### config.mk
export PLATFORM = sky130hd
export DESIGN_NAME = correlator_top
export DESIGN_NICKNAME = d
export VERILOG_FILES = /design/src/source/corr_pkg.sv /design/src/source/sample_strobe.sv /design/src/source/window_counter.sv /design/src/source/pkt_builder.sv /design/src/source/pkt_fifo.sv /design/src/source/pwm_monitor.sv /design/src/source/correlator_top.sv
export SDC_FILE = /design/constraint.sdc
export NUM_CORES = 1
export LEC_CHECK = 0
export ABC_AREA = 1
export BUFFER_PORTS_ARGS = -buffer_cell sky130_fd_sc_hd__buf_4
export CORE_MARGIN = 5
export CORE_UTILIZATION = 63
export CTS_CLUSTER_SIZE = 20
export DETAILED_ROUTE_END_ITERATION = 12
export GPL_TIMING_DRIVEN = 0
export HOLD_SLACK_MARGIN = 0.03
export PLACE_DENSITY = 0.9
export SYNTH_ARGS = -nofsm -noshare
export SYNTH_HDL_FRONTEND = slang
export SYNTH_SLANG_ARGS = --single-unit
### constraint.sdc
create_clock -name i_clk -period 2.45 [get_ports i_clk]
set_input_delay 0.49 -clock i_clk [delete_from_list [all_inputs] [get_ports i_clk]]
set_output_delay 0.49 -clock i_clk [all_outputs]
set_load 0.01 [all_outputs]
### src/source/corr_pkg.sv
package corr_pkg;

  // Width of FIFO entries and of every reported count
  localparam int BYTE_W = 8;

  // Window number followed by the four count bytes
  localparam int PKT_BYTES = 5;

  // Source of the byte shown on the PWM pin
  // Codes 5 and 6 are unused and show the window number
  typedef enum logic [2:0] {
    PWM_SEL_WIN_NUM       = 3'd0,
    PWM_SEL_COUNT_X       = 3'd1,
    PWM_SEL_COUNT_Y       = 3'd2,
    PWM_SEL_COUNT_ISECT   = 3'd3,
    PWM_SEL_COUNT_SYMDIFF = 3'd4,
    PWM_SEL_HAM           = 3'd7
  } pwm_sel_e;

endpackage

### src/source/sample_strobe.sv
`timescale 1ns/1ns

module sample_strobe #(
  parameter int MAX_SAMPLE_PERIOD_EXP = 6
) (
  input  logic                                     i_clk,
  input  logic                                     i_rst_n,
  input  logic                                     i_wr_config,
  input  logic [$clog2(MAX_SAMPLE_PERIOD_EXP+1)-1:0] i_sample_period_exp,
  output logic                                     o_sample_stb,
  output logic                                     o_count_stb
);

  localparam int PH_W  = MAX_SAMPLE_PERIOD_EXP;
  localparam int EXP_W = $clog2(MAX_SAMPLE_PERIOD_EXP + 1);

  logic [EXP_W-1:0] exp_q;
  logic             running_q;
  logic [PH_W-1:0]  phase_q;
  logic [PH_W-1:0]  mask;
  logic [PH_W-1:0]  phase_m;

  // Exponent is taken at the write, strobes stay off until the first one
  always_ff @(posedge i_clk or negedge i_rst_n) begin
    if (!i_rst_n) begin
      exp_q     <= '0;
      running_q <= 1'b0;
    end else if (i_wr_config) begin
      exp_q     <= i_sample_period_exp;
      running_q <= 1'b1;
    end
  end

  // Free running phase, restarted by a configuration write
  // The counter width is a multiple of every period so no extra wrap is needed
  always_ff @(posedge i_clk or negedge i_rst_n) begin
    if (!i_rst_n) begin
      phase_q <= '0;
    end else if (i_wr_config) begin
      phase_q <= '0;
    end else begin
      phase_q <= phase_q + 1'b1;
    end
  end

  // Low exp_q bits set, all ones when the exponent equals the counter width
  assign mask    = ~({PH_W{1'b1}} << exp_q);
  assign phase_m = phase_q & mask;

  // Sample at the end of the period, count half a period earlier
  // With a zero exponent both compares hold every cycle
  assign o_sample_stb = running_q && (phase_m == mask);
  assign o_count_stb  = running_q && (phase_m == (mask >> 1));

endmodule

### src/source/window_counter.sv
`timescale 1ns/1ns

module window_counter #(
  parameter int MAX_WINDOW_LENGTH_EXP = 10
) (
  input  logic                                     i_clk,
  input  logic                                     i_rst_n,
  input  logic                                     i_wr_config,
  input  logic [$clog2(MAX_WINDOW_LENGTH_EXP+1)-1:0] i_window_length_exp,
  input  logic                                     i_sample_stb,
  input  logic                                     i_count_stb,
  input  logic                                     i_x,
  input  logic                                     i_y,
  output logic                                     o_wrap,
  output logic [MAX_WINDOW_LENGTH_EXP-1:0]         o_count_x,
  output logic [MAX_WINDOW_LENGTH_EXP-1:0]         o_count_y,
  output logic [MAX_WINDOW_LENGTH_EXP-1:0]         o_count_isect,
  output logic [MAX_WINDOW_LENGTH_EXP-1:0]         o_count_symdiff
);

  localparam int TIME_W = MAX_WINDOW_LENGTH_EXP;
  localparam int EXP_W  = $clog2(MAX_WINDOW_LENGTH_EXP + 1);
  localparam int N_CNT  = 4;

  logic [EXP_W-1:0]  wexp_q;
  logic              x_q;
  logic              y_q;
  logic [TIME_W-1:0] t_q;
  logic [TIME_W-1:0] wmask;
  logic              last;
  logic [N_CNT-1:0]  hit;
  logic [TIME_W-1:0] cnt_q  [N_CNT];
  logic [TIME_W-1:0] cnt_nx [N_CNT];

  always_ff @(posedge i_clk or negedge i_rst_n) begin
    if (!i_rst_n) begin
      wexp_q <= '0;
    end else if (i_wr_config) begin
      wexp_q <= i_window_length_exp;
    end
  end

  // Input samples, held between sampling strobes
  always_ff @(posedge i_clk or negedge i_rst_n) begin
    if (!i_rst_n) begin
      x_q <= 1'b0;
      y_q <= 1'b0;
    end else if (i_sample_stb) begin
      x_q <= i_x;
      y_q <= i_y;
    end
  end

  // Window ends on the strobe where the low wexp_q bits of time are all set
  assign wmask  = ~({TIME_W{1'b1}} << wexp_q);
  assign last   = (t_q & wmask) == wmask;
  assign o_wrap = i_count_stb && last;

  always_ff @(posedge i_clk or negedge i_rst_n) begin
    if (!i_rst_n) begin
      t_q <= '0;
    end else if (i_wr_config) begin
      t_q <= '0;
    end else if (i_count_stb) begin
      t_q <= last ? '0 : t_q + 1'b1;
    end
  end

  // X, Y, intersection and symmetric difference
  assign hit = {x_q ^ y_q, x_q & y_q, y_q, x_q};

  always_comb begin
    for (int i = 0; i < N_CNT; i++) begin
      cnt_nx[i] = cnt_q[i] + {{(TIME_W-1){1'b0}}, hit[i]};
    end
  end

  // Totals restart at zero after the strobe that closes the window
  always_ff @(posedge i_clk or negedge i_rst_n) begin
    if (!i_rst_n) begin
      for (int i = 0; i < N_CNT; i++) begin
        cnt_q[i] <= '0;
      end
    end else if (i_wr_config) begin
      for (int i = 0; i < N_CNT; i++) begin
        cnt_q[i] <= '0;
      end
    end else if (i_count_stb) begin
      for (int i = 0; i < N_CNT; i++) begin
        cnt_q[i] <= last ? '0 : cnt_nx[i];
      end
    end
  end

  // Totals include the sample counted on the wrap strobe
  assign o_count_x       = cnt_nx[0];
  assign o_count_y       = cnt_nx[1];
  assign o_count_isect   = cnt_nx[2];
  assign o_count_symdiff = cnt_nx[3];

endmodule

### src/source/pkt_builder.sv
`timescale 1ns/1ns

module pkt_builder #(
  parameter int TIME_W = 10
) (
  input  logic                                             i_clk,
  input  logic                                             i_rst_n,
  input  logic                                             i_flush,
  input  logic                                             i_wrap,
  input  logic [TIME_W-1:0]                                i_count_x,
  input  logic [TIME_W-1:0]                                i_count_y,
  input  logic [TIME_W-1:0]                                i_count_isect,
  input  logic [TIME_W-1:0]                                i_count_symdiff,
  output logic                                             o_push,
  output logic [corr_pkg::BYTE_W-1:0]                      o_push_data,
  output logic [corr_pkg::PKT_BYTES*corr_pkg::BYTE_W-1:0]  o_pkt_bytes
);

  import corr_pkg::*;

  localparam int PKT_W = PKT_BYTES * BYTE_W;

  logic [BYTE_W-1:0] win_num_q;
  logic [PKT_W-1:0]  pkt_q;
  logic [2:0]        idx_q;

  // Wrapping window number, lets the host spot dropped packets
  always_ff @(posedge i_clk or negedge i_rst_n) begin
    if (!i_rst_n) begin
      win_num_q <= '0;
    end else if (i_wrap) begin
      win_num_q <= win_num_q + 1'b1;
    end
  end

  // Byte 0 is the window number, then the top byte of each count
  always_ff @(posedge i_clk or negedge i_rst_n) begin
    if (!i_rst_n) begin
      pkt_q <= '0;
    end else if (i_wrap) begin
      pkt_q <= {i_count_symdiff[TIME_W-1 -: BYTE_W],
                i_count_isect[TIME_W-1 -: BYTE_W],
                i_count_y[TIME_W-1 -: BYTE_W],
                i_count_x[TIME_W-1 -: BYTE_W],
                win_num_q};
    end
  end

  // Index 0 is idle, 1 to PKT_BYTES select the byte being pushed
  always_ff @(posedge i_clk or negedge i_rst_n) begin
    if (!i_rst_n) begin
      idx_q <= '0;
    end else if (i_flush) begin
      idx_q <= '0;
    end else if (i_wrap) begin
      idx_q <= 3'd1;
    end else if (idx_q == 3'(PKT_BYTES)) begin
      idx_q <= '0;
    end else if (idx_q != '0) begin
      idx_q <= idx_q + 1'b1;
    end
  end

  assign o_push = (idx_q != '0);

  always_comb begin
    case (idx_q)
      3'd2:    o_push_data = pkt_q[1*BYTE_W +: BYTE_W];
      3'd3:    o_push_data = pkt_q[2*BYTE_W +: BYTE_W];
      3'd4:    o_push_data = pkt_q[3*BYTE_W +: BYTE_W];
      3'd5:    o_push_data = pkt_q[4*BYTE_W +: BYTE_W];
      default: o_push_data = pkt_q[0 +: BYTE_W];
    endcase
  end

  assign o_pkt_bytes = pkt_q;

endmodule

### src/source/pkt_fifo.sv
`timescale 1ns/1ns

module pkt_fifo #(
  parameter int DEPTH = 16
) (
  input  logic                        i_clk,
  input  logic                        i_rst_n,
  input  logic                        i_flush,
  input  logic                        i_push,
  input  logic [corr_pkg::BYTE_W-1:0] i_push_data,
  input  logic                        i_pop,
  output logic [corr_pkg::BYTE_W-1:0] o_data,
  output logic                        o_empty
);

  import corr_pkg::*;

  localparam int PTR_W = $clog2(DEPTH);
  localparam int CNT_W = $clog2(DEPTH + 1);

  logic [BYTE_W-1:0] mem [DEPTH];
  logic [PTR_W-1:0]  wr_ptr_q;
  logic [PTR_W-1:0]  rd_ptr_q;
  logic [PTR_W-1:0]  wr_ptr_nx;
  logic [PTR_W-1:0]  rd_ptr_nx;
  logic [CNT_W-1:0]  count_q;
  logic [BYTE_W-1:0] head_q;
  logic              full;
  logic              do_push;
  logic              do_pop;

  assign full    = (count_q == CNT_W'(DEPTH));
  assign o_empty = (count_q == '0);

  // Full drops the push, empty ignores the pop
  assign do_push = i_push && !full;
  assign do_pop  = i_pop && !o_empty;

  assign wr_ptr_nx = (wr_ptr_q == PTR_W'(DEPTH - 1)) ? '0 : wr_ptr_q + 1'b1;
  assign rd_ptr_nx = (rd_ptr_q == PTR_W'(DEPTH - 1)) ? '0 : rd_ptr_q + 1'b1;

  always_ff @(posedge i_clk) begin
    if (do_push) begin
      mem[wr_ptr_q] <= i_push_data;
    end
  end

  always_ff @(posedge i_clk or negedge i_rst_n) begin
    if (!i_rst_n) begin
      wr_ptr_q <= '0;
      rd_ptr_q <= '0;
      count_q  <= '0;
    end else if (i_flush) begin
      wr_ptr_q <= '0;
      rd_ptr_q <= '0;
      count_q  <= '0;
    end else begin
      if (do_push) begin
        wr_ptr_q <= wr_ptr_nx;
      end
      if (do_pop) begin
        rd_ptr_q <= rd_ptr_nx;
      end
      count_q <= count_q + CNT_W'(do_push) - CNT_W'(do_pop);
    end
  end

  // Show-ahead head register, a copy of the oldest entry
  // The next head bypasses memory when it is being written this cycle
  always_ff @(posedge i_clk or negedge i_rst_n) begin
    if (!i_rst_n) begin
      head_q <= '0;
    end else if (!i_flush) begin
      if (do_pop) begin
        if (count_q > CNT_W'(1)) begin
          head_q <= mem[rd_ptr_nx];
        end else if (do_push) begin
          head_q <= i_push_data;
        end
      end else if (o_empty && do_push) begin
        head_q <= i_push_data;
      end
    end
  end

  assign o_data = head_q;

endmodule

### src/source/pwm_monitor.sv
`timescale 1ns/1ns

module pwm_monitor (
  input  logic                                            i_clk,
  input  logic                                            i_rst_n,
  input  corr_pkg::pwm_sel_e                              i_pwm_select,
  input  logic [corr_pkg::PKT_BYTES*corr_pkg::BYTE_W-1:0] i_pkt_bytes,
  output logic                                            o_pwm
);

  import corr_pkg::*;

  logic [BYTE_W-1:0] level;
  logic [BYTE_W-1:0] level_q;
  logic [BYTE_W-1:0] acc_q;
  logic [BYTE_W:0]   sum;

  // Byte order follows the packet, window number first
  always_comb begin
    case (i_pwm_select)
      PWM_SEL_COUNT_X:       level = i_pkt_bytes[1*BYTE_W +: BYTE_W];
      PWM_SEL_COUNT_Y:       level = i_pkt_bytes[2*BYTE_W +: BYTE_W];
      PWM_SEL_COUNT_ISECT:   level = i_pkt_bytes[3*BYTE_W +: BYTE_W];
      PWM_SEL_COUNT_SYMDIFF: level = i_pkt_bytes[4*BYTE_W +: BYTE_W];
      // Hamming similarity is one minus the symmetric difference rate
      PWM_SEL_HAM:           level = ~i_pkt_bytes[4*BYTE_W +: BYTE_W];
      default:               level = i_pkt_bytes[0 +: BYTE_W];
    endcase
  end

  // First order delta-sigma, the carry out is high level_q times per 256 cycles
  assign sum = {1'b0, acc_q} + {1'b0, level_q};

  always_ff @(posedge i_clk or negedge i_rst_n) begin
    if (!i_rst_n) begin
      level_q <= '0;
      acc_q   <= '0;
      o_pwm   <= 1'b0;
    end else begin
      level_q <= level;
      acc_q   <= sum[BYTE_W-1:0];
      o_pwm   <= sum[BYTE_W];
    end
  end

endmodule

### src/source/correlator_top.sv
`timescale 1ns/1ns

module correlator_top #(
  parameter int MAX_WINDOW_LENGTH_EXP = 10,
  parameter int MAX_SAMPLE_PERIOD_EXP = 6,
  parameter int PKTFIFO_DEPTH         = 16
) (
  input  logic                                       i_clk,
  input  logic                                       i_rst_n,
  input  logic                                       i_wr_config,
  input  logic [$clog2(MAX_SAMPLE_PERIOD_EXP+1)-1:0] i_sample_period_exp,
  input  logic [$clog2(MAX_WINDOW_LENGTH_EXP+1)-1:0] i_window_length_exp,
  input  corr_pkg::pwm_sel_e                         i_pwm_select,
  input  logic                                       i_x,
  input  logic                                       i_y,
  input  logic                                       i_pktfifo_pop,
  input  logic                                       i_pktfifo_flush,
  output logic [corr_pkg::BYTE_W-1:0]                o_pktfifo_data,
  output logic                                       o_pktfifo_empty,
  output logic                                       o_pwm
);

  import corr_pkg::*;

  // Counts are as wide as the longest window exponent
  localparam int TIME_W = MAX_WINDOW_LENGTH_EXP;

  logic                        sample_stb;
  logic                        count_stb;
  logic                        wrap;
  logic [TIME_W-1:0]           count_x;
  logic [TIME_W-1:0]           count_y;
  logic [TIME_W-1:0]           count_isect;
  logic [TIME_W-1:0]           count_symdiff;
  logic                        push;
  logic [BYTE_W-1:0]           push_data;
  logic [PKT_BYTES*BYTE_W-1:0] pkt_bytes;

  sample_strobe #(
    .MAX_SAMPLE_PERIOD_EXP (MAX_SAMPLE_PERIOD_EXP)
  ) u_sample_strobe (
    .i_clk               (i_clk),
    .i_rst_n             (i_rst_n),
    .i_wr_config         (i_wr_config),
    .i_sample_period_exp (i_sample_period_exp),
    .o_sample_stb        (sample_stb),
    .o_count_stb         (count_stb)
  );

  window_counter #(
    .MAX_WINDOW_LENGTH_EXP (MAX_WINDOW_LENGTH_EXP)
  ) u_window_counter (
    .i_clk               (i_clk),
    .i_rst_n             (i_rst_n),
    .i_wr_config         (i_wr_config),
    .i_window_length_exp (i_window_length_exp),
    .i_sample_stb        (sample_stb),
    .i_count_stb         (count_stb),
    .i_x                 (i_x),
    .i_y                 (i_y),
    .o_wrap              (wrap),
    .o_count_x           (count_x),
    .o_count_y           (count_y),
    .o_count_isect       (count_isect),
    .o_count_symdiff     (count_symdiff)
  );

  pkt_builder #(
    .TIME_W (TIME_W)
  ) u_pkt_builder (
    .i_clk           (i_clk),
    .i_rst_n         (i_rst_n),
    .i_flush         (i_pktfifo_flush),
    .i_wrap          (wrap),
    .i_count_x       (count_x),
    .i_count_y       (count_y),
    .i_count_isect   (count_isect),
    .i_count_symdiff (count_symdiff),
    .o_push          (push),
    .o_push_data     (push_data),
    .o_pkt_bytes     (pkt_bytes)
  );

  pkt_fifo #(
    .DEPTH (PKTFIFO_DEPTH)
  ) u_pkt_fifo (
    .i_clk       (i_clk),
    .i_rst_n     (i_rst_n),
    .i_flush     (i_pktfifo_flush),
    .i_push      (push),
    .i_push_data (push_data),
    .i_pop       (i_pktfifo_pop),
    .o_data      (o_pktfifo_data),
    .o_empty     (o_pktfifo_empty)
  );

  pwm_monitor u_pwm_monitor (
    .i_clk        (i_clk),
    .i_rst_n      (i_rst_n),
    .i_pwm_select (i_pwm_select),
    .i_pkt_bytes  (pkt_bytes),
    .o_pwm        (o_pwm)
  );

endmodule

Word level (Yosys, flattened, before mapping)
Memories as Yosys holds them, arrays and structs flattened.
Cells that the tools add are included.

cells by class
  add/subtract/negate cells = 13
  order comparisons = 1
  eq/ne operators = 16
  shift-type cells = 2
  multiplexer cells = 29
  bitwise gates (word level) = 8
  reductions and logical operators = 16

operators by type and width
  cell                                                                 number
  40-bit 2-to-1 mux                                                    2
  10-bit 2-to-1 mux                                                    7
  10-bit by 1-bit adder with 10-bit output                             4
  8-bit case mux with 5 select lines                                   1
  8-bit 2-to-1 mux                                                     4
  8-bit case mux with 4 select lines                                   1
  4-bit 2-to-1 mux                                                     6
  3-bit by 2-bit == test with 1-bit output, second input constant      4
  3-bit == test, second input constant                                 4
  3-bit 2-to-1 mux                                                     4
  10-bit by 1-bit adder with 10-bit output, second input constant      1
  10-bit bitwise AND                                                   1
  10-bit == test                                                       1
  10-bit NOT                                                           1
  10-bit by 4-bit << shifter with 10-bit output, first input constant  1
  8-bit by 8-bit adder with 9-bit output                               1
  4-bit by 1-bit adder with 4-bit output, second input constant        2
  8-bit by 1-bit adder with 8-bit output, second input constant        1
  4-bit == test, second input constant                                 2
  8-bit NOT                                                            1
  2-bit nonzero test                                                   4
  6-bit by 1-bit adder with 6-bit output, second input constant        1
  6-bit bitwise AND                                                    1
  6-bit by 5-bit == test with 1-bit output                             1
  22 further kinds                                                     29

word-level totals
  register bits after elaboration = 155
  RAM bits = 128
  input port bits = 17
  output and inout bits = 10
  word-level logic and storage cells = 107
  memories kept = 1

memories
  name            depth  bits a word  rd ports  clocked after Yosys merged registers in  wr ports  RTL line        source
  u_pkt_fifo.mem  16     8            1         0                                        1         pkt_fifo.sv:21  logic [BYTE_W-1:0] mem [DEPTH];

Longest topological paths before layout
  word-level depth = 8
  depth in mapped cells = 16
  gate-level depth less buffers = 16

By module
Synthesis repeated with hierarchy kept, for this count alone.

second synthesis, totals
  cells, all modules = 1,698
  area, all modules = 14,549.0 µm²

modules (own cells, without submodules)
  module          times used  cells an instance  area an instance (µm²)  sequential area each (µm²)
  pkt_fifo        1           633                6,672.6                 4,369.2
  window_counter  1           485                3,562.2                 1,401.3
  pkt_builder     1           320                2,472.4                 1,276.2
  pwm_monitor     1           180                1,229.9                 425.4
  sample_strobe   1           80                 611.8                   250.2

Worst setup path before layout
OpenSTA, ideal clock, no wires.

  path type = register -> register
  start = register u_pkt_fifo.count_q[2]
  end = register u_pkt_fifo.count_q[4]
  library setup time = 0.077 ns
  data arrival time = 2.155 ns
  required time = 2.373 ns
  slack = 0.218 ns
  cell stages (with the launch flop) = 15
  path buffers = 0
  period minus slack after synthesis = 2.232 ns
  path through = dfrtp_1 inv_1 ha_1 inv_1 nor2_1 nand2_1 o21ai_0 clkinv_1 ha_1 inv_1 fa_1 o21bai_1 a21oi_1 o21ai_0 a21oi_1

between the ends
  cells in the longest elaborated chain, start to end = 6
  elaborated cells on any way between the ends = 9
  classes of those cells = 2 x add/sub; 1 x eq/ne; 1 x mux; 5 x reduce/logical

ends and longest elaborated chain
  item                                           RTL line        source
  from (decl)                                    pkt_fifo.sv:26  logic [CNT_W-1:0] count_q;
  from (signal assigned)                         pkt_fifo.sv:64  count_q <= count_q + CNT_W'(do_push) - CNT_W'(do_pop);
  5-bit == test                                  pkt_fifo.sv:32  assign full = (count_q == CNT_W'(DEPTH));
  1-bit zero test                                pkt_fifo.sv:36  assign do_push = i_push && !full;
  1-bit logical AND                              pkt_fifo.sv:36
  5-bit by 1-bit adder with 5-bit output         pkt_fifo.sv:64
  5-bit by 1-bit subtractor with 5-bit output *  pkt_fifo.sv:64
  5-bit 2-to-1 mux *                             pkt_fifo.sv:53  end else if (i_flush) begin

Mark *: on every way between the ends. The rest lies on a longest branch, timed or not.
A chain may end at the register's enable or synchronous reset.

Worst setup path after layout
  start = register u_pkt_fifo.rd_ptr_q[0]
  end = register u_pkt_fifo.head_q[1] (netlist: u_pkt_fifo.o_data[1])

between the ends
  cells in the longest elaborated chain, start to end = 5
  elaborated cells on any way between the ends = 6
  classes of those cells = 1 x add/sub; 1 x eq/ne; 3 x mux; 1 x memory

ends and longest elaborated chain
  item                                                                            RTL line        source
  from (decl)                                                                     pkt_fifo.sv:23  logic [PTR_W-1:0] rd_ptr_q;
  from (signal assigned)                                                          pkt_fifo.sv:62  rd_ptr_q <= rd_ptr_nx;
  4-bit by 1-bit adder with 4-bit output / 4-bit == test (equally long branches)  pkt_fifo.sv:40  assign rd_ptr_nx = (rd_ptr_q == PTR_W'(DEPTH - 1)) ? '0 : rd_ptr_q + 1'b1;
  4-bit 2-to-1 mux *                                                              pkt_fifo.sv:40
  memory 16 x 8 bit *                                                             --
  8-bit 2-to-1 mux *                                                              pkt_fifo.sv:75  if (count_q > CNT_W'(1)) begin
  8-bit 2-to-1 mux *                                                              pkt_fifo.sv:74  if (do_pop) begin
  to (signal assigned)                                                            pkt_fifo.sv:76  head_q <= mem[rd_ptr_nx];
  to (signal assigned)                                                            pkt_fifo.sv:78  head_q <= i_push_data;
  to (signal assigned)                                                            pkt_fifo.sv:81  head_q <= i_push_data;
  to (decl)                                                                       pkt_fifo.sv:27  logic [BYTE_W-1:0] head_q;

Marked as above.

==> summary.txt <==
Status: finished clean
Final Skew: 0.009264 ns
Unrepaired setup endpoints after global routing: true
Antenna-violating nets left: 0
CP Cell Sequence: ha_1, clkbuf_1, inv_1, clkbuf_2, nand3_1, nand3_1, nand3_1, nand3_1, nand2_1, nand2_1
Met1 GRT Util: 0.3713
Min Tclk post-route: 2.390 ns
Largest net degree at the start of global routing: 98
Total CTS buffers: 28
Ys async rst share: 0.5477
Grt ovf: 0
Core ar.: 0.02162 mm2
Starting DRT DRC Count: 1472
Synth Area in XOR/XNOR: 0.03138
Sequential Power Share: 0.429
Diode count: 0
Reg-to-reg startpoint: u_pkt_fifo.rd_ptr_q[0]$_DFFE_PN0P_
P_int: 8588 uW
Synth warnings: 0
Worst IR Drop VDD: 0.0008331 V
PD cells: 811.3 mW/mm2
Combinational share of power: 0.231
Post-DP HPWL: 22840 um
Distinct cells, synth: 40
Post-DR vias/cell: 5.965
EDFF count, synth: 128
Syn-to-layout area delta: 11.65%
Pre-CTS setup slack: -0.2191 ns
Reg2Reg Depth: 10
Post-Syn Area: 0.01368 mm2
Slew HR: 0.2839
P_leak: 0.006967 uW
Cell repeated most along the worst path: nand3_1
Largest stage delay, worst path: 0.40 ns
Reg clk slew, reported paths: 0.07 ns
Worst path slowest cell: dfrtp_1
Die area: 0.02476 mm2
Area after DPL: 0.01425 mm2
Worst r2r dst: u_pkt_fifo.o_data[1]$_DFFE_PN0P_
Finished Core Util: 0.7063
FP Rows: 54
Fmax: 418.4 MHz
# IOs: 27
WP data arrival: 2.82 ns
GR met2 Demand/Resource: 0.4641
Top_reg_cell synth: dfrtp_1
Synth Area per Inst: 9.076 um2
Critical path type: flip-flop to flip-flop
Slew @ Worst Pin: 1.070 ns
Clock Sinks: 283
Vias: 11.18k
GRT busiest layer: met2
Compound-Gate Fraction of Synth Area: 0.06596
Fin worst setup slack: 0.06016 ns
Post-Syn Nets: 1559
Initial antenna violation count: 0
Combinational family with the most area after synthesis: simple AND/OR/NAND/NOR gates
Number of cells produced by synthesis: 1507
GRT Resource Usage Total: 0.2784
CTS tree: yes
Sw frac: 0.3068
Setup violations, final: 0
Final period util: 0.9754
Final hold vios: 0
Hold Crit Class: input port to flip-flop
Number of remaining DRC errors: 0
Final Wtd Congestion: 0.9727
Max-slew violation count: 0
Hold Path Origin: i_window_length_exp[1]
Post-synthesis adder-cell area fraction: 0.03312
Non-Filler Instances: 1874
Initial Utilization: 0.6326
Clk network pwr share: 0.340
Maximum fanout along the worst path: 10
Clk Tree Root Cell: clkbuf_16
Die width: 157.3 um
Clock latency on the worst-skew pair: 0.54 ns
PortBufs: 25
Die Ht: 157.3 um
Worst Hold End: u_window_counter.wexp_q[1]$_DFFE_PN0P_
Seq cells post-synth: 283
CP startpoint kind: flip-flop
Clock Path Buffers: 3
Placed cells: 1813
Hold depth: 3
Reg-to-reg slack, setup: 0.06 ns
Post-route cell area: 0.01527 mm2
Proportion of synthesized area in mux cells: 0
Simple-Gate Fraction of Synth Area: 0.2366
CTS H-tree depth: 1
Crit. End Element: flip-flop
Sequential element share of the synthesized area: 0.5646
CP Buf/Inv Count: 3
GR Util met3: 0.04454
Psw: 3801 uW
WP data required: 2.88 ns
Drt wl/cell: 18.20 um
First-pass GRT wire length: 54830 um
Share of layout cells above drive strength 1: 0.08532
Final Net Count: 1625
1st-pass router iterations: 8
Vias in the first global route: 11.00k
Detailed Route WL: 34100 um
Crit path max-delay family: buffers and inverters
Max Cap Violations: 0
[cell usage in the layout, fill, tap and decap left out, drive strengths merged]
cell / count
xnor2: 7
or2: 5
dfrtp: 155
o21ai: 90
ha: 33
edfxtp: 128
nand4: 21
nor3: 11
nor4: 1
fa: 2
o22ai: 17
nand3b: 31
nand2: 432
a31oi: 1
clkinv: 8
nand3: 155
o21a: 1
o2111ai: 1
a211oi: 9
xor2: 42
o21bai: 2
nor2: 87
nor3b: 1
inv: 180
o211ai: 2
a21oi: 31
bufinv: 2
clkbuf: 64
dlygate4sd3: 1
and3: 1
o221ai: 8
buf: 65
[worst max path at each step]
stage                                       startpoint  slack, ns                                to  cells past startpoint
floorplan              u_pkt_fifo.count_q[2]$_DFF_PN0_       0.22   u_pkt_fifo.count_q[4]$_DFF_PN0_                     14
global placement       u_pkt_fifo.count_q[2]$_DFF_PN0_      -0.10   u_pkt_fifo.count_q[4]$_DFF_PN0_                     14
detailed placement  u_pkt_builder.idx_q[2]$_DFFE_PN0P_      -0.22  u_pkt_fifo.o_data[7]$_DFFE_PN0P_                     11
CTS                    u_pkt_fifo.count_q[2]$_DFF_PN0_      0.002   u_pkt_fifo.count_q[4]$_DFF_PN0_                     16
global route           u_pkt_fifo.count_q[2]$_DFF_PN0_      -0.03   u_pkt_fifo.count_q[4]$_DFF_PN0_                     16
finish              u_pkt_fifo.rd_ptr_q[0]$_DFFE_PN0P_       0.06  u_pkt_fifo.o_data[1]$_DFFE_PN0P_                     10
[through the flow]
stage	setup TNS, ns	hold WS, ns	total power, uW
2_1_floorplan	0	0.1944	7177
3_3_place_gp	-1.365	0.4516	7980
3_5_place_dp	-7.774	0.4663	8100
4_1_cts	0	0.1470	12260
5_1_grt	-0.03308	0.1559	12910
6_report	0	0.1568	12390
[cell usage after synthesis, types with 5 or more instances]
cell type | instances | share of area
nor3_1 | 10 | 0.0037
nand2_1 | 431 | 0.12
a21oi_1 | 31 | 0.011
inv_1 | 175 | 0.048
o221ai_1 | 8 | 0.0051
o21ai_1 | 25 | 0.0091
or2_2 | 5 | 0.0023
dfrtp_1 | 155 | 0.28
nand3b_1 | 30 | 0.016
inv_2 | 5 | 0.0014
nand3_1 | 153 | 0.056
buf_2 | 24 | 0.0088
xnor2_1 | 7 | 0.0045
o21ai_0 | 65 | 0.024
clkbuf_1 | 18 | 0.0049
edfxtp_1 | 128 | 0.28
ha_1 | 33 | 0.030
nand4_1 | 21 | 0.0096
o22ai_1 | 17 | 0.0078
xor2_1 | 42 | 0.027
nor2_1 | 83 | 0.023
a211oi_1 | 9 | 0.0049
[worst reg2reg max path, stage by stage, from the launching register on]
cell and delay (ns):
dfrtp_1 0.40, ha_1 0.28, clkbuf_1 0.40, inv_1 0.18, clkbuf_2 0.29, nand3_1 0.20
nand3_1 0.12, nand3_1 0.12, nand3_1 0.14, nand2_1 0.09, nand2_1 0.05
[flip-flops by register name, summed over array words and instances, names as in the netlist, 5 cells and up]
name	cells
u_pkt_fifo.count_q	5
u_pwm_monitor.acc_q	8
u_window_counter.t_q	10
u_window_counter.cnt_q	40
u_pkt_builder.win_num_q	8
u_pkt_fifo.mem	128
u_pwm_monitor.level_q	8
u_pkt_fifo.o_data	8
u_sample_strobe.phase_q	6
u_pkt_builder.o_pkt_bytes	40
[cells by family (layout without fill, tap and decap cells)]
kind of cell / Yosys count / after routing
buffers and inverters: 233 / 320
xor gates and xnor gates: 49 / 49
adders and majority gates: 35 / 35
DFF: 283 / 283
AOI/OAI and AO/OA: 162 / 162
and+or+nand+nor: 745 / 745
[timing repair]
item	4_1_cts	5_1_grt
pin swaps	2	4
buffers inserted	7	3
endpoints found under the setup margin	91	66
resized for setup	6	19
endpoints found under the hold margin	58	0
hold buffers	1	0
[power by group through the flow]
| stage | Clock (uW) | Sequential (uW) | Combinational [uW] |
|---|---|---|---|
| after floorplan | 0 | 5400 | 1780 |
| after CTS | 4210 | 5310 | 2740 |
| after detailed placement | 0 | 5400 | 2700 |
| final | 4210 | 5320 | 2860 |
| after global placement | 0 | 5400 | 2580 |
| after global routing | 4420 | 5340 | 3150 |
[final cells by class]
cell class / instances / area [um2]
Sequential cell: 283 / 7722
Fill cell: 1475 / 6351
Multi-Input combinational cell: 991 / 5049
Clock buffer: 45 / 815.8
Inverter: 184 / 693.2
Tap cell: 280 / 350.3
Timing Repair Buffer: 37 / 316.6
Buffer: 48 / 245.2
Clock inverter: 6 / 77.57
[per-layer routing]
layer  part of all wire  vias to the layer above
met2               0.48                      651
met5                  0                        -
met1               0.38                     5274
met4              0.041                        0
li1                   -                     5104
met3              0.098                      150
No activity file was read; power rests on OpenSTA's default activity.
